### src/hdl/stream_cfg.svh
`ifndef STREAM_CFG_SVH
`define STREAM_CFG_SVH

// width of one word on the stream
`define STREAM_DATA_W 32

// beat count width, so a burst carries 1 to 255 beats
`define STREAM_LEN_W 8

// idle cycles between taking a command and issuing its first beat
`define STREAM_START_COUNT 32

`endif
### src/hdl/stream_pkg.sv
`include "stream_cfg.svh"

package stream_pkg;

  // one burst request as it is held on the req/ack handshake
  typedef struct packed {
    logic [`STREAM_DATA_W-1:0] base; // value one below the first word
    logic [`STREAM_LEN_W-1:0]  len;  // number of beats, never zero
  } burst_cmd_t;

  typedef struct packed {
    logic [`STREAM_DATA_W-1:0] data;
    logic                      last; // set on the final beat of a burst
  } axis_beat_t;

endpackage

### src/hdl/stream_master.sv
`include "stream_cfg.svh"

module stream_master
  import stream_pkg::*;
(
  input  logic                      M_AXIS_ACLK,
  input  logic                      M_AXIS_ARESETN,
  input  burst_cmd_t                cmd,
  input  logic                      cmd_req,
  output logic                      cmd_ack,
  output logic                      m_axis_tvalid,
  output logic [`STREAM_DATA_W-1:0] m_axis_tdata,
  output logic                      m_axis_tlast,
  input  logic                      m_axis_tready
);

  logic       load;
  logic       step;
  logic       gen_done;
  logic       in_ready;
  logic       last_sent;
  axis_beat_t beat;

  burst_ctrl u_ctrl (
    .M_AXIS_ACLK    (M_AXIS_ACLK),
    .M_AXIS_ARESETN (M_AXIS_ARESETN),
    .cmd_req        (cmd_req),
    .in_ready       (in_ready),
    .gen_done       (gen_done),
    .last_sent      (last_sent),
    .cmd_ack        (cmd_ack),
    .load           (load),
    .step           (step)
  );

  pattern_gen u_gen (
    .M_AXIS_ACLK    (M_AXIS_ACLK),
    .M_AXIS_ARESETN (M_AXIS_ARESETN),
    .cmd            (cmd),
    .load           (load),
    .step           (step),
    .beat           (beat),
    .done           (gen_done)
  );

  // step doubles as the valid of the beat being generated
  axis_out_stage u_out (
    .M_AXIS_ACLK    (M_AXIS_ACLK),
    .M_AXIS_ARESETN (M_AXIS_ARESETN),
    .in_beat        (beat),
    .in_valid       (step),
    .in_ready       (in_ready),
    .m_axis_tready  (m_axis_tready),
    .m_axis_tvalid  (m_axis_tvalid),
    .m_axis_tdata   (m_axis_tdata),
    .m_axis_tlast   (m_axis_tlast),
    .last_sent      (last_sent)
  );

endmodule

### src/hdl/axis_out_stage.sv
`include "stream_cfg.svh"

module axis_out_stage
  import stream_pkg::*;
(
  input  logic                      M_AXIS_ACLK,
  input  logic                      M_AXIS_ARESETN,
  input  axis_beat_t                in_beat,
  input  logic                      in_valid,
  output logic                      in_ready,
  input  logic                      m_axis_tready,
  output logic                      m_axis_tvalid,
  output logic [`STREAM_DATA_W-1:0] m_axis_tdata,
  output logic                      m_axis_tlast,
  output logic                      last_sent
);

  axis_beat_t beat_q;
  logic       valid_q;
  logic       accept;

  assign accept = valid_q && m_axis_tready; // the held beat completes its handshake

  // empty, or emptying in this cycle, so a new beat fits without a bubble
  assign in_ready = !valid_q || m_axis_tready;

  always_ff @(posedge M_AXIS_ACLK) begin
    if (!M_AXIS_ARESETN) begin
      valid_q <= 1'b0;
    end else if (in_ready) begin
      valid_q <= in_valid;
    end
  end

  always_ff @(posedge M_AXIS_ACLK) begin
    if (in_ready && in_valid) begin
      beat_q <= in_beat; // untouched under back-pressure, so data and last stay stable
    end
  end

  assign m_axis_tvalid = valid_q;
  assign m_axis_tdata  = beat_q.data;
  assign m_axis_tlast  = beat_q.last;

  assign last_sent = accept && beat_q.last;

endmodule

### src/hdl/pattern_gen.sv
`include "stream_cfg.svh"

module pattern_gen
  import stream_pkg::*;
(
  input  logic       M_AXIS_ACLK,
  input  logic       M_AXIS_ARESETN,
  input  burst_cmd_t cmd,
  input  logic       load,
  input  logic       step,
  output axis_beat_t beat,
  output logic       done
);

  localparam int DATA_W = `STREAM_DATA_W;
  localparam int LEN_W  = `STREAM_LEN_W;

  burst_cmd_t       cmd_q;
  logic [LEN_W-1:0] idx;

  always_ff @(posedge M_AXIS_ACLK) begin
    if (load) begin
      cmd_q <= cmd; // base and len stay put for the whole burst
    end
  end

  always_ff @(posedge M_AXIS_ACLK) begin
    if (!M_AXIS_ARESETN) begin
      idx  <= '0;
      done <= 1'b0;
    end else if (load) begin
      idx  <= '0;
      done <= 1'b0;
    end else if (step) begin
      idx <= idx + 1'b1;
      if (beat.last) begin
        done <= 1'b1; // final beat has left, no more steps until the next load
      end
    end
  end

  // word k is base + k + 1, wrapping at the data width
  always_comb begin
    beat.data = cmd_q.base + DATA_W'(idx) + DATA_W'(1);
    beat.last = (idx == cmd_q.len - 1'b1);
  end

endmodule

### src/hdl/burst_ctrl.sv
`include "stream_cfg.svh"

module burst_ctrl (
  input  logic M_AXIS_ACLK,
  input  logic M_AXIS_ARESETN,
  input  logic cmd_req,
  input  logic in_ready,
  input  logic gen_done,
  input  logic last_sent,
  output logic cmd_ack,
  output logic load,
  output logic step
);

  localparam int START_COUNT = `STREAM_START_COUNT;
  localparam int CNT_W       = (START_COUNT > 1) ? $clog2(START_COUNT) : 1;

  typedef enum logic [1:0] {
    IDLE,
    DELAY,
    SEND,
    ACK
  } state_t;

  state_t           state;
  state_t           state_nxt;
  logic [CNT_W-1:0] delay_cnt;
  logic             delay_end;

  assign delay_end = (delay_cnt == CNT_W'(START_COUNT - 1)); // last idle cycle of the delay

  always_comb begin
    state_nxt = state;
    case (state)
      IDLE: begin
        if (cmd_req) begin
          state_nxt = DELAY;
        end
      end
      DELAY: begin
        if (delay_end) begin
          state_nxt = SEND;
        end
      end
      SEND: begin
        if (last_sent) begin // tlast accepted downstream, burst is complete
          state_nxt = ACK;
        end
      end
      ACK: begin
        if (!cmd_req) begin
          state_nxt = IDLE;
        end
      end
      default: begin
        state_nxt = IDLE;
      end
    endcase
  end

  always_ff @(posedge M_AXIS_ACLK) begin
    if (!M_AXIS_ARESETN) begin
      state <= IDLE;
    end else begin
      state <= state_nxt;
    end
  end

  // counts the cycles spent in DELAY and restarts from zero for every command
  always_ff @(posedge M_AXIS_ACLK) begin
    if (!M_AXIS_ARESETN) begin
      delay_cnt <= '0;
    end else if (state == DELAY) begin
      if (delay_end) begin
        delay_cnt <= '0;
      end else begin
        delay_cnt <= delay_cnt + 1'b1;
      end
    end else begin
      delay_cnt <= '0;
    end
  end

  // the command is captured at the same edge that leaves IDLE
  assign load = (state == IDLE) && cmd_req;

  // issue a beat whenever the output register can take one and beats remain
  assign step = (state == SEND) && in_ready && !gen_done;

  assign cmd_ack = (state == ACK); // held until the requester drops cmd_req

endmodule

### config.mk
export PLATFORM = sky130hd
export DESIGN_NAME = stream_master
export DESIGN_NICKNAME = d
export VERILOG_FILES = /design/src/hdl/stream_pkg.sv /design/src/hdl/stream_master.sv /design/src/hdl/axis_out_stage.sv /design/src/hdl/pattern_gen.sv /design/src/hdl/burst_ctrl.sv
export VERILOG_INCLUDE_DIRS = /design/src /design/src/hdl
export SDC_FILE = /design/constraint.sdc
export NUM_CORES = 1
export LEC_CHECK = 0
export BUFFER_PORTS_ARGS = -buffer_cell sky130_fd_sc_hd__buf_2
export CORE_MARGIN = 2
export CORE_UTILIZATION = 47
export CTS_CLUSTER_SIZE = 25
export DETAILED_ROUTE_END_ITERATION = 8
export PLACE_DENSITY = 0.79
export SLEW_MARGIN = 15
export SYNTH_ARGS = -nofsm -noshare
export SYNTH_HDL_FRONTEND = slang
export SYNTH_SLANG_ARGS = --single-unit
### constraint.sdc
create_clock -name M_AXIS_ACLK -period 3.72 [get_ports M_AXIS_ACLK]
set_clock_uncertainty 0.1 [all_clocks]
set_input_delay 0.744 -clock M_AXIS_ACLK [delete_from_list [all_inputs] [get_ports M_AXIS_ACLK]]
set_output_delay 0.744 -clock M_AXIS_ACLK [all_outputs]
set_load 0.05 [all_outputs]
* Yosys cells after proc, flatten, opt, wreduce, memory -nomap -nowiden
Cells that the tools add are included.
** Cells by class
- Multiplexer cells :: 5
- Add/subtract/negate cells :: 5
- Reductions and logical operators :: 14
- Bitwise operators :: 2
- Equality and inequality tests :: 9
** Operator list (count)
- 32-bit by 1-bit adder with 32-bit output, second input constant :: 1
- 32-bit by 8-bit adder with 32-bit output :: 1
- 8-bit by 1-bit adder with 8-bit output, second input constant :: 1
- 8-bit equality test :: 1
- 2-bit 2-to-1 mux :: 4
- 2-bit case mux with 4 select lines :: 1
- 8-bit by 1-bit subtractor with 8-bit output, second input constant :: 1
- 1-bit logical AND :: 6
- 2-bit != test, second input constant :: 3
- 5-bit by 1-bit adder with 5-bit output, second input constant :: 1
- 5-bit equality test, second input constant :: 1
- 2-bit equality test, second input constant :: 2
- 4-bit AND reduction :: 1
- 3-bit OR reduction :: 1
- 2-bit by 1-bit equality test with 1-bit output, second input constant :: 1
- 1-bit logical NOT :: 2
- 2-bit logical NOT :: 1
- 2-bit by 1-bit != test with 1-bit output, second input constant :: 1
- 1-bit NOT :: 2
- 2-bit AND reduction :: 1
- 2-bit OR reduction :: 1
- 1-bit logical OR :: 1
** Storage, ports and cells
- Bits in registers :: 90

* Logic depth before layout (Yosys ltp)
Gate-level depths: netlist of run 1.
- Depth after elaboration :: 5
- Depth in mapped cells :: 10
- Mapped depth without buffers :: 9

* Cells and area by module
A second synthesis of run 1 with hierarchy kept.
** Unflattened totals
- Cells, all modules :: 313
- Area, all modules :: 4156.5 µm²
** By module, submodules not included
- pattern_gen :: cells each 236, area an instance 2701.3 µm², seq. area each 1381.3 µm², times used 1
- axis_out_stage :: cells each 39, area an instance 1056.0 µm², seq. area each 1011.0 µm², times used 1
- burst_ctrl :: cells each 38, area an instance 399.1 µm², seq. area each 140.1 µm², times used 1

* Worst setup path before layout of run 1
No wires, ideal clock.
- Path type :: input -> register
- Start :: input port m_axis_tready
- End :: register u_gen.idx[4]
- Arrival time :: 2.793 ns
- Path slack :: 0.698 ns
- Buffers on the path :: 0
- Stages on the path :: 5
- Setup time :: 0.129 ns
- Cells stage by stage :: nor2b_1 > nor3_2 > nand4_1 > xor2_1 > nor2_1
** On the way
- Cells in the longest elaborated chain, start to end :: 3
** RTL lines
- from (decl) :: line stream_master.sv:14 : input logic m_axis_tready
- 1-bit logical OR :: line axis_out_stage.sv:25 : assign in_ready = !valid_q || m_axis_tready;
- 1-bit logical AND (2 in a row) :: line burst_ctrl.sv:88 : assign step = (state == SEND) && in_ready && !gen_done;
- to (signal assigned) :: line pattern_gen.sv:35 : idx <= idx + 1'b1;
- to (decl) :: line pattern_gen.sv:19 : logic [LEN_W-1:0] idx;
No other way between the ends.
A chain may end at the register's enable or synchronous reset.

==> out/results.txt, run 1 <==
Area grow syn2layout: 17.42%
Sequential cell area fraction in the yosys report: 62.18%
Final Hold Vio Count: 0
Post-synthesis register bit count: 90
Layout cell share with drive strength beyond 1: 26.00%
Min-Delay Endpoint: u_ctrl.delay_cnt[0]$_SDFF_PP0_
Die X: 97.09 µm
Post-synth top area cell: edfxtp_1
Slack of the worst reg-to-reg path: 0.83 ns
ANT cells: 0
Critical R2R Capture: u_out.m_axis_tdata[28]$_DFFE_PP_
Post-placement cell area: 4592 µm²
RSZ-0062 raised after global routing: no
Post-Syn Instances: 311
Post-layout min period: 2.891 ns
Worst Path Required: 3.74 ns
Setup ws final: 0.8291 ns
Post-synth EDFFs: 73
Post-route design area: 4782 µm²
PostCTS Resize Cnt: 0
Fin crit share: 77.71%
DRC viols: 0
CTS tree: yes
Syn avg cell area: 13.10 µm²
Post-synth top area share: 53.82%
Deepest clock path buffer count: 2
Primary FF master, synth: edfxtp_1
FP Rows: 33
Final net count: 456
Slew @ Worst Pin: 1.123 ns
Netlist Area Pre-Place: 4073 µm²
Worst IR Drop VDD: 626.1 µV
CTS sink count: 90
Setup bufs post-CTS: 0
Max-slew headroom: 24.81%
Max-Cap Viols: 0
Crit path DAT: 2.91 ns
GRT Resource Usage Total: 16.69%
Crit end category: flop
Skew-Pair Late Insertion Delay: 0.36 ns
Gr ovfl total: 0
Hold Crit Class: reg -> reg
Max-slew violations: 0
Pwr/cell area: 630.5 nW/µm²
I/O Pins: 79
Total negative slack: 0 ns
CTS clk-pin slew, worst paths: 0.10 ns
Hold path depth: 1
LEAKAGE: 1.853 nW
Worst R2R Start: u_gen.idx[0]$_SDFFE_PP0P_
Initial core utilization: 49.07%
Reg2Reg Depth: 9
CTS root buffer: clkbuf_8
Core Box Area: 8299 µm²
Via Count: 2,662
DR vias/cell: 5.271
Post-synth cell types: 44
Iteration-0 DRC Markers: 160
Hold WS: 0.3645 ns
Status: completed
Final setup fails: 0
Die H: 97.09 µm
Worst Hold Launch: u_ctrl.delay_cnt[0]$_SDFF_PP0_
Final HPWL DP: 5466 µm
Asr flop ratio synth: 0%
Post-synth net total: 372
CTS HTree Levels: 3
CP max FO: 12
Die area: 9426 µm²
Vias in the first global route: 2,732
Commonest non-fill, non-tap cell in the layout: buf_2
YS warnings: 0
Startpoint types: flop
Port bufs: 78
Initial antenna violation count: 0
Post-DR wirelength/cell: 14.82 µm
GPL Wtd Cong: 0.8663
Post-CTS Hold Fix Bufs: 0
Pre-CTS WS: 0.8322 ns
Largest net degree at the start of global routing: 41
Area contributors post-synth: edfxtp_1 54%, dfxtp_1 8.4%, xnor2_1 6.7%
Total power: 3.015 mW
Most frequent cells in the layout: 78 x buf_2, 73 x edfxtp_1, 31 x xnor2_1
Type of the worst setup path: reg -> reg
First-pass GRT wire length: 12,430 µm
Achievable Freq: 345.9 MHz
Drt pass-1 iters: 5
Post-route ant nets: 0
WL final: 7486 µm
CTS Buf Count: 9
==> routing by layer <==
layer  wire length (µm)  vias up  GRT usage [%]
met5                  0        -              0
met4                 79        0          8.342
met3                312        5          3.957
met2               3772       66          27.94
met1               3322     1265          20.21
li1                   -     1326              -
==> state kept, by name, summed over array words and instances, names as in the netlist <==
name,count
u_gen.cmd_q,40
u_gen.done,1
u_out.m_axis_tdata,32
u_ctrl.delay_cnt,5
u_out.m_axis_tlast,1
u_out.m_axis_tvalid,1
u_ctrl.state,2
u_gen.idx,8
==> layout make-up <==
type / instances / area, µm²
repair buffers: 80 / 405.4
inverters: 15 / 56.30
clock inverters: 7 / 66.31
clock buffers: 9 / 123.9
multi-input cells: 199 / 1466
flip-flops and latches: 90 / 2532
well taps: 105 / 131.4
fillers: 689 / 3517
==> worst max-delay path by stage <==
stage | start | end | slack, ns
4_1_cts | u_gen.idx[0]$_SDFFE_PP0P_ | u_out.m_axis_tdata[28]$_DFFE_PP_ | 0.83
2_1_floorplan | m_axis_tready | u_gen.idx[4]$_SDFFE_PP0P_ | 0.70
3_5_place_dp | u_gen.idx[0]$_SDFFE_PP0P_ | u_out.m_axis_tdata[28]$_DFFE_PP_ | 0.83
3_3_place_gp | u_gen.idx[0]$_SDFFE_PP0P_ | u_out.m_axis_tdata[30]$_DFFE_PP_ | 1.06
6_report | u_gen.idx[0]$_SDFFE_PP0P_ | u_out.m_axis_tdata[28]$_DFFE_PP_ | 0.83
5_1_grt | u_gen.idx[0]$_SDFFE_PP0P_ | u_out.m_axis_tdata[28]$_DFFE_PP_ | 0.67
==> critical path, stage by stage, from the launching register on <==
cell and delay, ns:
dfxtp_1 0.46, inv_1 0.08, ha_1 0.21, inv_1 0.09, fa_1 0.21, a21o_1 0.13
a21oi_1 0.12, o31ai_2 0.83, nand4_1 0.24, xnor2_1 0.18
==> cells in the mapped netlist, drive strengths merged (3+ instances only) <==
cell / n
edfxtp: 73
xnor2: 31
nor2: 22
dfxtp: 17
ha: 16
inv: 15
xor2: 14
nand3: 13
nand4: 11
a21oi: 9
nor3: 8
and3: 7
nand2: 7
o2111ai: 7
nor2b: 6
o211ai: 6
o21ai: 5
clkbuf: 4
o21a: 4
a31oi: 3
and2: 3
buf: 3
mux2i: 3
==> metrics by stage <==
step	cells	util, %
after CTS	505	57.62
after global routing	505	57.62
after detailed placement	489	55.33
final	505	57.62
after floorplan	311	-
after global placement	489	55.33
==> where the power goes <==
group / total, mW / switching [mW] / internal, mW / leakage [nW]
Sequential: 1.51 / 0.130 / 1.38 / 0.820
Clock: 0.640 / 0.379 / 0.261 / 0.0922
Combinational: 0.866 / 0.614 / 0.252 / 0.941
==> logic make-up (layout without fill, tap and decap cells) <==
kind of cell             count (synthesis)  in the layout  synth area share [%]
buffers and inverters                   22            111                 2.120
XOR/XNOR                                45             45                 9.677
flip-flops                              90             90                 62.18
adder cells (fa/ha/maj)                 17             17                 5.407
multiplexers                             3              3                0.7374
AND/OR/NAND/NOR                         89             89                 11.77
AO/OA/AOI/OAI                           45             45                 8.110
(Power assumes the default switching activity.)
==> inputs of run 2 (changes only) <==
Settings changed: ABC_AREA set to 1, PLACE_DENSITY 0.79 to 0.81.
Clock period 3.72 ns to 2.5 ns, I/O delays scaled along.
==> out/results.txt, run 2 <==
WL final: 8868 µm
Largest register FFs: 40
Gr ovfl total: 0
First-pass GRT wire length: 14,370 µm
Port bufs: 78
Crit path DAT: 2.25 ns
Fin crit share: 89.43%
Comb pwr share: 32.4%
CTS clk-pin slew, worst paths: 0.09 ns
Slew @ Worst Pin: 0.5182 ns
Most frequent cells in the layout: 86 x nand2_1, 78 x buf_2, 73 x edfxtp_1
GRT Resource Usage Total: 18.47%
Max-Cap Viols: 0
CTS sink count: 90
Post-synth EDFFs: 73
I/O Pins: 79
GPL Wtd Cong: 0.8695
Vias in the first global route: 3,033
Fin cells: 626
Worst Hold Launch: cmd[8]
Die area: 10,090 µm²
Reg2Reg Depth: 14
PostCTS Resize Cnt: 0
Fillers: 796
ANT cells: 0
CP max stage delay: 0.39 ns
Asr flop ratio synth: 0%
Total negative slack: 0 ns
Deepest clock path buffer count: 2
Final Hold Vio Count: 0
CP cell instances: inv_1 > ha_1 > inv_1 > fa_1 > nand2_1 > nand2_1 > o21ai_2 > inv_2 > nand2_2 > nand2_4 > nand2_4 > nor2_4 > nand2_1 > xor2_1
Initial antenna violation count: 0
Post-synth cell types: 34
Post-synth net total: 481
Worst R2R Start: u_gen.idx[0]$_SDFFE_PP0P_
Post-Syn Instances: 420
RSZ-0062 raised after global routing: no
Hold Crit Class: in -> reg
Area contributors post-synth: edfxtp_1 50%, dfxtp_1 7.8%, nand2_1 7.4%
Worst IR Drop VDD: 422.8 µV
CP max FO: 6
Netlist Area Pre-Place: 4370 µm²
LEAKAGE: 2.117 nW
Final HPWL DP: 6759 µm
Type of the worst setup path: reg -> reg
Initial core utilization: 47.98%
Worst Path Required: 2.52 ns
Sequential Power Share: 48.8%
Post-synth top area share: 50.16%
Crit end category: flop
Via Count: 3,180
Hold path depth: 1
Final setup fails: 0
Sequential cell area fraction in the yosys report: 57.94%
Crit path top cell by count: nand2_1
Max-slew violations: 0
Setup bufs post-CTS: 0
Die X: 100.4 µm
Placed Cells: 610
Post-DR wirelength/cell: 14.17 µm
Status: completed
Largest register by flop count: u_gen.cmd_q
NetSw: 1.894 mW
Critical R2R Capture: u_out.m_axis_tdata[30]$_DFFE_PP_
Iteration-0 DRC Markers: 218
Achievable Freq: 447.3 MHz
CP max-delay cell: dfxtp_1
FP Rows: 35
Count leader, synth: nand2_1
DR vias/cell: 5.080
Slack of the worst reg-to-reg path: 0.26 ns
CTS HTree Levels: 3
Post-synthesis register bit count: 90
CTS tree: yes
Layout cell share with drive strength beyond 1: 24.66%
YS warnings: 0
Area grow syn2layout: 16.15%
Switching Share: 40.35%
Pwr/cell area: 924.5 nW/µm²
Core Box Area: 9109 µm²
Commonest non-fill, non-tap cell in the layout: nand2_1
Die H: 100.4 µm
Clock share of power: 18.8%
Drt pass-1 iters: 5
Syn avg cell area: 10.41 µm²
Min-Delay Endpoint: u_gen.cmd_q[8]$_DFFE_PP_
Post-CTS Hold Fix Bufs: 0
CTS root buffer: clkbuf_8
Post-route ant nets: 0
CTS Buf Count: 9
Skew-Pair Late Insertion Delay: 0.36 ns
Primary FF master, synth: edfxtp_1
Largest net degree at the start of global routing: 41
Post-layout min period: 2.236 ns
Post-synth top area cell: edfxtp_1
DRC viols: 0
Max-slew headroom: 65.33%
Total power: 4.693 mW
Synth cell count leaders: 86 x nand2_1, 73 x edfxtp_1, 48 x inv_1
Final net count: 571
Int Pwr: 2.799 mW
Startpoint types: flop
run 2: power groups by stage:
| stage | clock network [mW] | logic, mW | registers [mW] |
|---|---|---|---|
| 5_1_grt | 0.957 | 1.65 | 2.33 |
| 6_report | 0.882 | 1.52 | 2.29 |
| 4_1_cts | 0.897 | 1.53 | 2.29 |
| 2_1_floorplan | 0 | 0.648 | 2.77 |
| 3_5_place_dp | 0 | 1.52 | 2.32 |
| 3_3_place_gp | 0 | 1.47 | 2.32 |
run 2: worst max-delay path by stage:
stage	start	end	slack, ns	depth (start not counted)
floorplan	u_ctrl.state[0]$_SDFFE_PN0P_	u_gen.idx[3]$_SDFFE_PP0P_	0.41	7
global placement	u_gen.idx[0]$_SDFFE_PP0P_	u_out.m_axis_tdata[22]$_DFFE_PP_	0.38	13
detailed placement	u_gen.idx[0]$_SDFFE_PP0P_	u_out.m_axis_tdata[30]$_DFFE_PP_	0.32	14
CTS	u_gen.idx[0]$_SDFFE_PP0P_	u_out.m_axis_tdata[30]$_DFFE_PP_	0.28	14
global route	u_gen.idx[0]$_SDFFE_PP0P_	u_out.m_axis_tdata[18]$_DFFE_PP_	0.09	13
finish	u_gen.idx[0]$_SDFFE_PP0P_	u_out.m_axis_tdata[30]$_DFFE_PP_	0.26	14
run 2: area by class of cell:
type,count,area [µm²],area share [%]
Multi-Input combinational cell,275,1627,32.04
Clock buffer,10,127.6,2.514
Sequential cell,90,2532,49.89
Timing Repair Buffer,79,397.9,7.838
Tap cell,111,138.9,2.736
Inverter,55,211.5,4.166
Clock inverter,6,41.29,0.8134
run 2: critical path: cells and delay by family, from the launching register on:
kind	cells	cell delay, ns
buffers and inverters	3	0.26
AND/OR/NAND/NOR	7	0.57
XOR/XNOR	1	0.15
adder cells (fa/ha/maj)	2	0.42
flip-flops	1	0.39
AO/OA/AOI/OAI	1	0.08
run 2: layer usage:
metal	global-route usage, %	up-vias	wire, µm
li1	-	1586	-
met1	25.33	1467	4015
met2	29.01	114	4134
met3	3.969	13	554
met4	6.955	0	165
met5	0	-	0
run 2: kinds of logic after synthesis:
logic type	count (synthesis)	synth area share, %
xor gates and xnor gates	31	6.384
AOI/OAI and AO/OA	28	3.722
adders and majority gates	17	5.039
DFF	90	57.94
and+or+nand+nor	199	22.07
buffers and inverters	55	4.838
run 2: per-stage QoR:
stage	area [µm²]	worst slack, ns	utilization [%]	hold WS [ns]
after floorplan	4370	0.4124	-	0.3179
after global placement	4907	0.3838	53.87	0.3314
after detailed placement	4907	0.3167	53.87	0.3475
after CTS	5076	0.2769	55.73	0.1969
after global routing	5076	0.09054	55.73	0.1822
final	5076	0.2642	55.73	0.2065
==> inputs of run 3 (changes only) <==
Settings changed: PLACE_DENSITY 0.81 to 0.78.
Clock period 2.5 ns to 2.25 ns, I/O delays scaled along.
==> out/results.txt, run 3 (synthesis results as in run 2) <==
Initial antenna violation count: 0
GR peak layer: met2
Type of the worst setup path: reg -> reg
ANT cells: 0
Vias in the first global route: 3,023
CTS tree: yes
Initial core utilization: 47.98%
Post-layout min period: 2.123 ns
Slew @ Worst Pin: 0.5152 ns
DR vias/cell: 4.930
Core Box Area: 9109 µm²
CP max stage delay: 0.35 ns
RSZ-0062 raised after global routing: no
Slack of the worst reg-to-reg path: 0.13 ns
Final HPWL DP: 6613 µm
Int Pwr: 3.258 mW
LEAKAGE: 2.130 nW
DRC viols: 0
CP max FO: 6
Status: completed
Startpoint types: flop
Worst R2R Start: u_gen.idx[0]$_SDFFE_PP0P_
Die H: 100.4 µm
Pwr/cell area: 1040 nW/µm²
Crit path top cell by count: nand2_1
Deepest clock path buffer count: 2
Most frequent cells in the layout: 86 x nand2_1, 78 x buf_2, 73 x edfxtp_1
Crit end category: flop
WL final: 8610 µm
Total negative slack: 0 ns
Largest register FFs: 40
Gr ovfl total: 0
Fin crit share: 94.37%
Max-slew headroom: 65.53%
Achievable Freq: 471.0 MHz
Largest net degree at the start of global routing: 41
Post-DR wirelength/cell: 13.69 µm
Die area: 10,090 µm²
Worst IR Drop VDD: 414.1 µV
CP max-delay cell: dfxtp_2
Iteration-0 DRC Markers: 174
Final Util: 56.52%
Final Hold Vio Count: 0
I/O Pins: 79
NetSw: 2.096 mW
Crit path DAT: 2.15 ns
Met3 Use GR: 4.457%
Final setup fails: 0
Hold path depth: 1
Post-CTS Hold Fix Bufs: 0
Worst Hold Launch: cmd[10]
Hold WS: 0.1533 ns
Skew-Pair Late Insertion Delay: 0.37 ns
Min-Delay Endpoint: u_gen.cmd_q[10]$_DFFE_PP_
CTS HTree Levels: 3
CTS Buf Count: 9
Critical R2R Capture: u_out.m_axis_tdata[30]$_DFFE_PP_
Multi-input gate area: 1638 µm²
First-pass GRT wire length: 14,010 µm
Post-route ant nets: 0
Total power: 5.354 mW
Port bufs: 78
Drt pass-1 iters: 4
Clock share of power: 20.5%
CP cell instances: inv_1 > ha_1 > inv_1 > fa_2 > nand2_1 > nand2_1 > o21ai_2 > inv_2 > nand2_2 > nand2_4 > nand2_8 > nor2_4 > nand2_1 > xor2_1
GPL Wtd Cong: 0.9252
Die X: 100.4 µm
CTS root buffer: clkbuf_8
Layout cell share with drive strength beyond 1: 25.48%
Worst Path Required: 2.28 ns
M2 GR Usage: 28.70%
Comb pwr share: 31.9%
Met1 usage: 23.81%
FP Rows: 35
Area grow syn2layout: 17.81%
Post-placement cell area: 4927 µm²
Fillers: 783
Max-Cap Viols: 0
Hold Crit Class: in -> reg
Via Count: 3,101
Reg2Reg Depth: 14
Switching Share: 39.15%
Register area: 2534 µm²
GRT Resource Usage Total: 17.99%
Largest register by flop count: u_gen.cmd_q
Post-route design area: 5149 µm²
Commonest non-fill, non-tap cell in the layout: nand2_1
Sequential Power Share: 47.5%
CTS clk-pin slew, worst paths: 0.10 ns
CTS sink count: 90
Final net count: 574
Max-slew violations: 0
-- run 3: changes by cell type in the layout (fill, tap and decap cells not counted), sizes merged --
cell    before  now
bufinv       0    1
buf         79   82
clkinv       3    2
-- run 3: worst max-delay path, delay by kind of cell, from the launching register on --
| family | cells | cell delay (ns) |
|---|---|---|
| DFF | 1 | 0.35 |
| adders and majority gates | 2 | 0.41 |
| buffers and inverters | 3 | 0.22 |
| AOI/OAI and AO/OA | 1 | 0.08 |
| xor gates and xnor gates | 1 | 0.15 |
| and+or+nand+nor | 7 | 0.57 |
-- run 3: timing repair --
action | CTS | global route
setup endpoints to repair | 0 | 6
gates resized for setup | 0 | 3
buffers inserted | 0 | 2
endpoints found under the hold margin | 0 | 0
-- run 3: worst max path at each step --
| stage | from | to | slack [ns] |
|---|---|---|---|
| after global routing | u_gen.idx[0]$_SDFFE_PP0P_ | u_out.m_axis_tdata[30]$_DFFE_PP_ | 0.02 |
| final | u_gen.idx[0]$_SDFFE_PP0P_ | u_out.m_axis_tdata[30]$_DFFE_PP_ | 0.13 |
| after CTS | u_gen.idx[0]$_SDFFE_PP0P_ | u_out.m_axis_tdata[14]$_DFFE_PP_ | 0.05 |
| after global placement | u_gen.idx[0]$_SDFFE_PP0P_ | u_out.m_axis_tdata[22]$_DFFE_PP_ | 0.14 |
| after detailed placement | u_gen.idx[0]$_SDFFE_PP0P_ | u_out.m_axis_tdata[16]$_DFFE_PP_ | 0.08 |
| after floorplan | u_ctrl.state[0]$_SDFFE_PN0P_ | u_gen.idx[3]$_SDFFE_PP0P_ | 0.16 |
-- run 3: per-layer routing --
layer  share of wire, %  vias to the layer above
met1                 45                     1394
met4                2.0                        0
met3                6.5                       14
li1                   -                     1593
met2                 47                      100
met5                  0                        -
-- run 3: area by class of cell --
type,count,share of cell area [%]
clock inverter,6,1.288
tap,111,2.697
clock buffer,10,2.479
timing repair buffer,82,8.408
inverter,55,4.107
sequential,90,49.21
multi-input combinational,275,31.81
-- run 3: power groups by stage --
stage / registers [mW] / clock network (mW) / logic (mW)
global route: 2.58 / 1.19 / 1.87
floorplan: 3.08 / 0 / 0.720
global placement: 2.57 / 0 / 1.66
finish: 2.54 / 1.10 / 1.71
detailed placement: 2.58 / 0 / 1.70
CTS: 2.54 / 1.12 / 1.71
-- run 3: stage by stage --
stage	std cells	setup slack, ns
floorplan	420	0.1624
global placement	611	0.1413
detailed placement	611	0.07654
CTS	627	0.05318
global route	629	0.01683
finish	629	0.1267
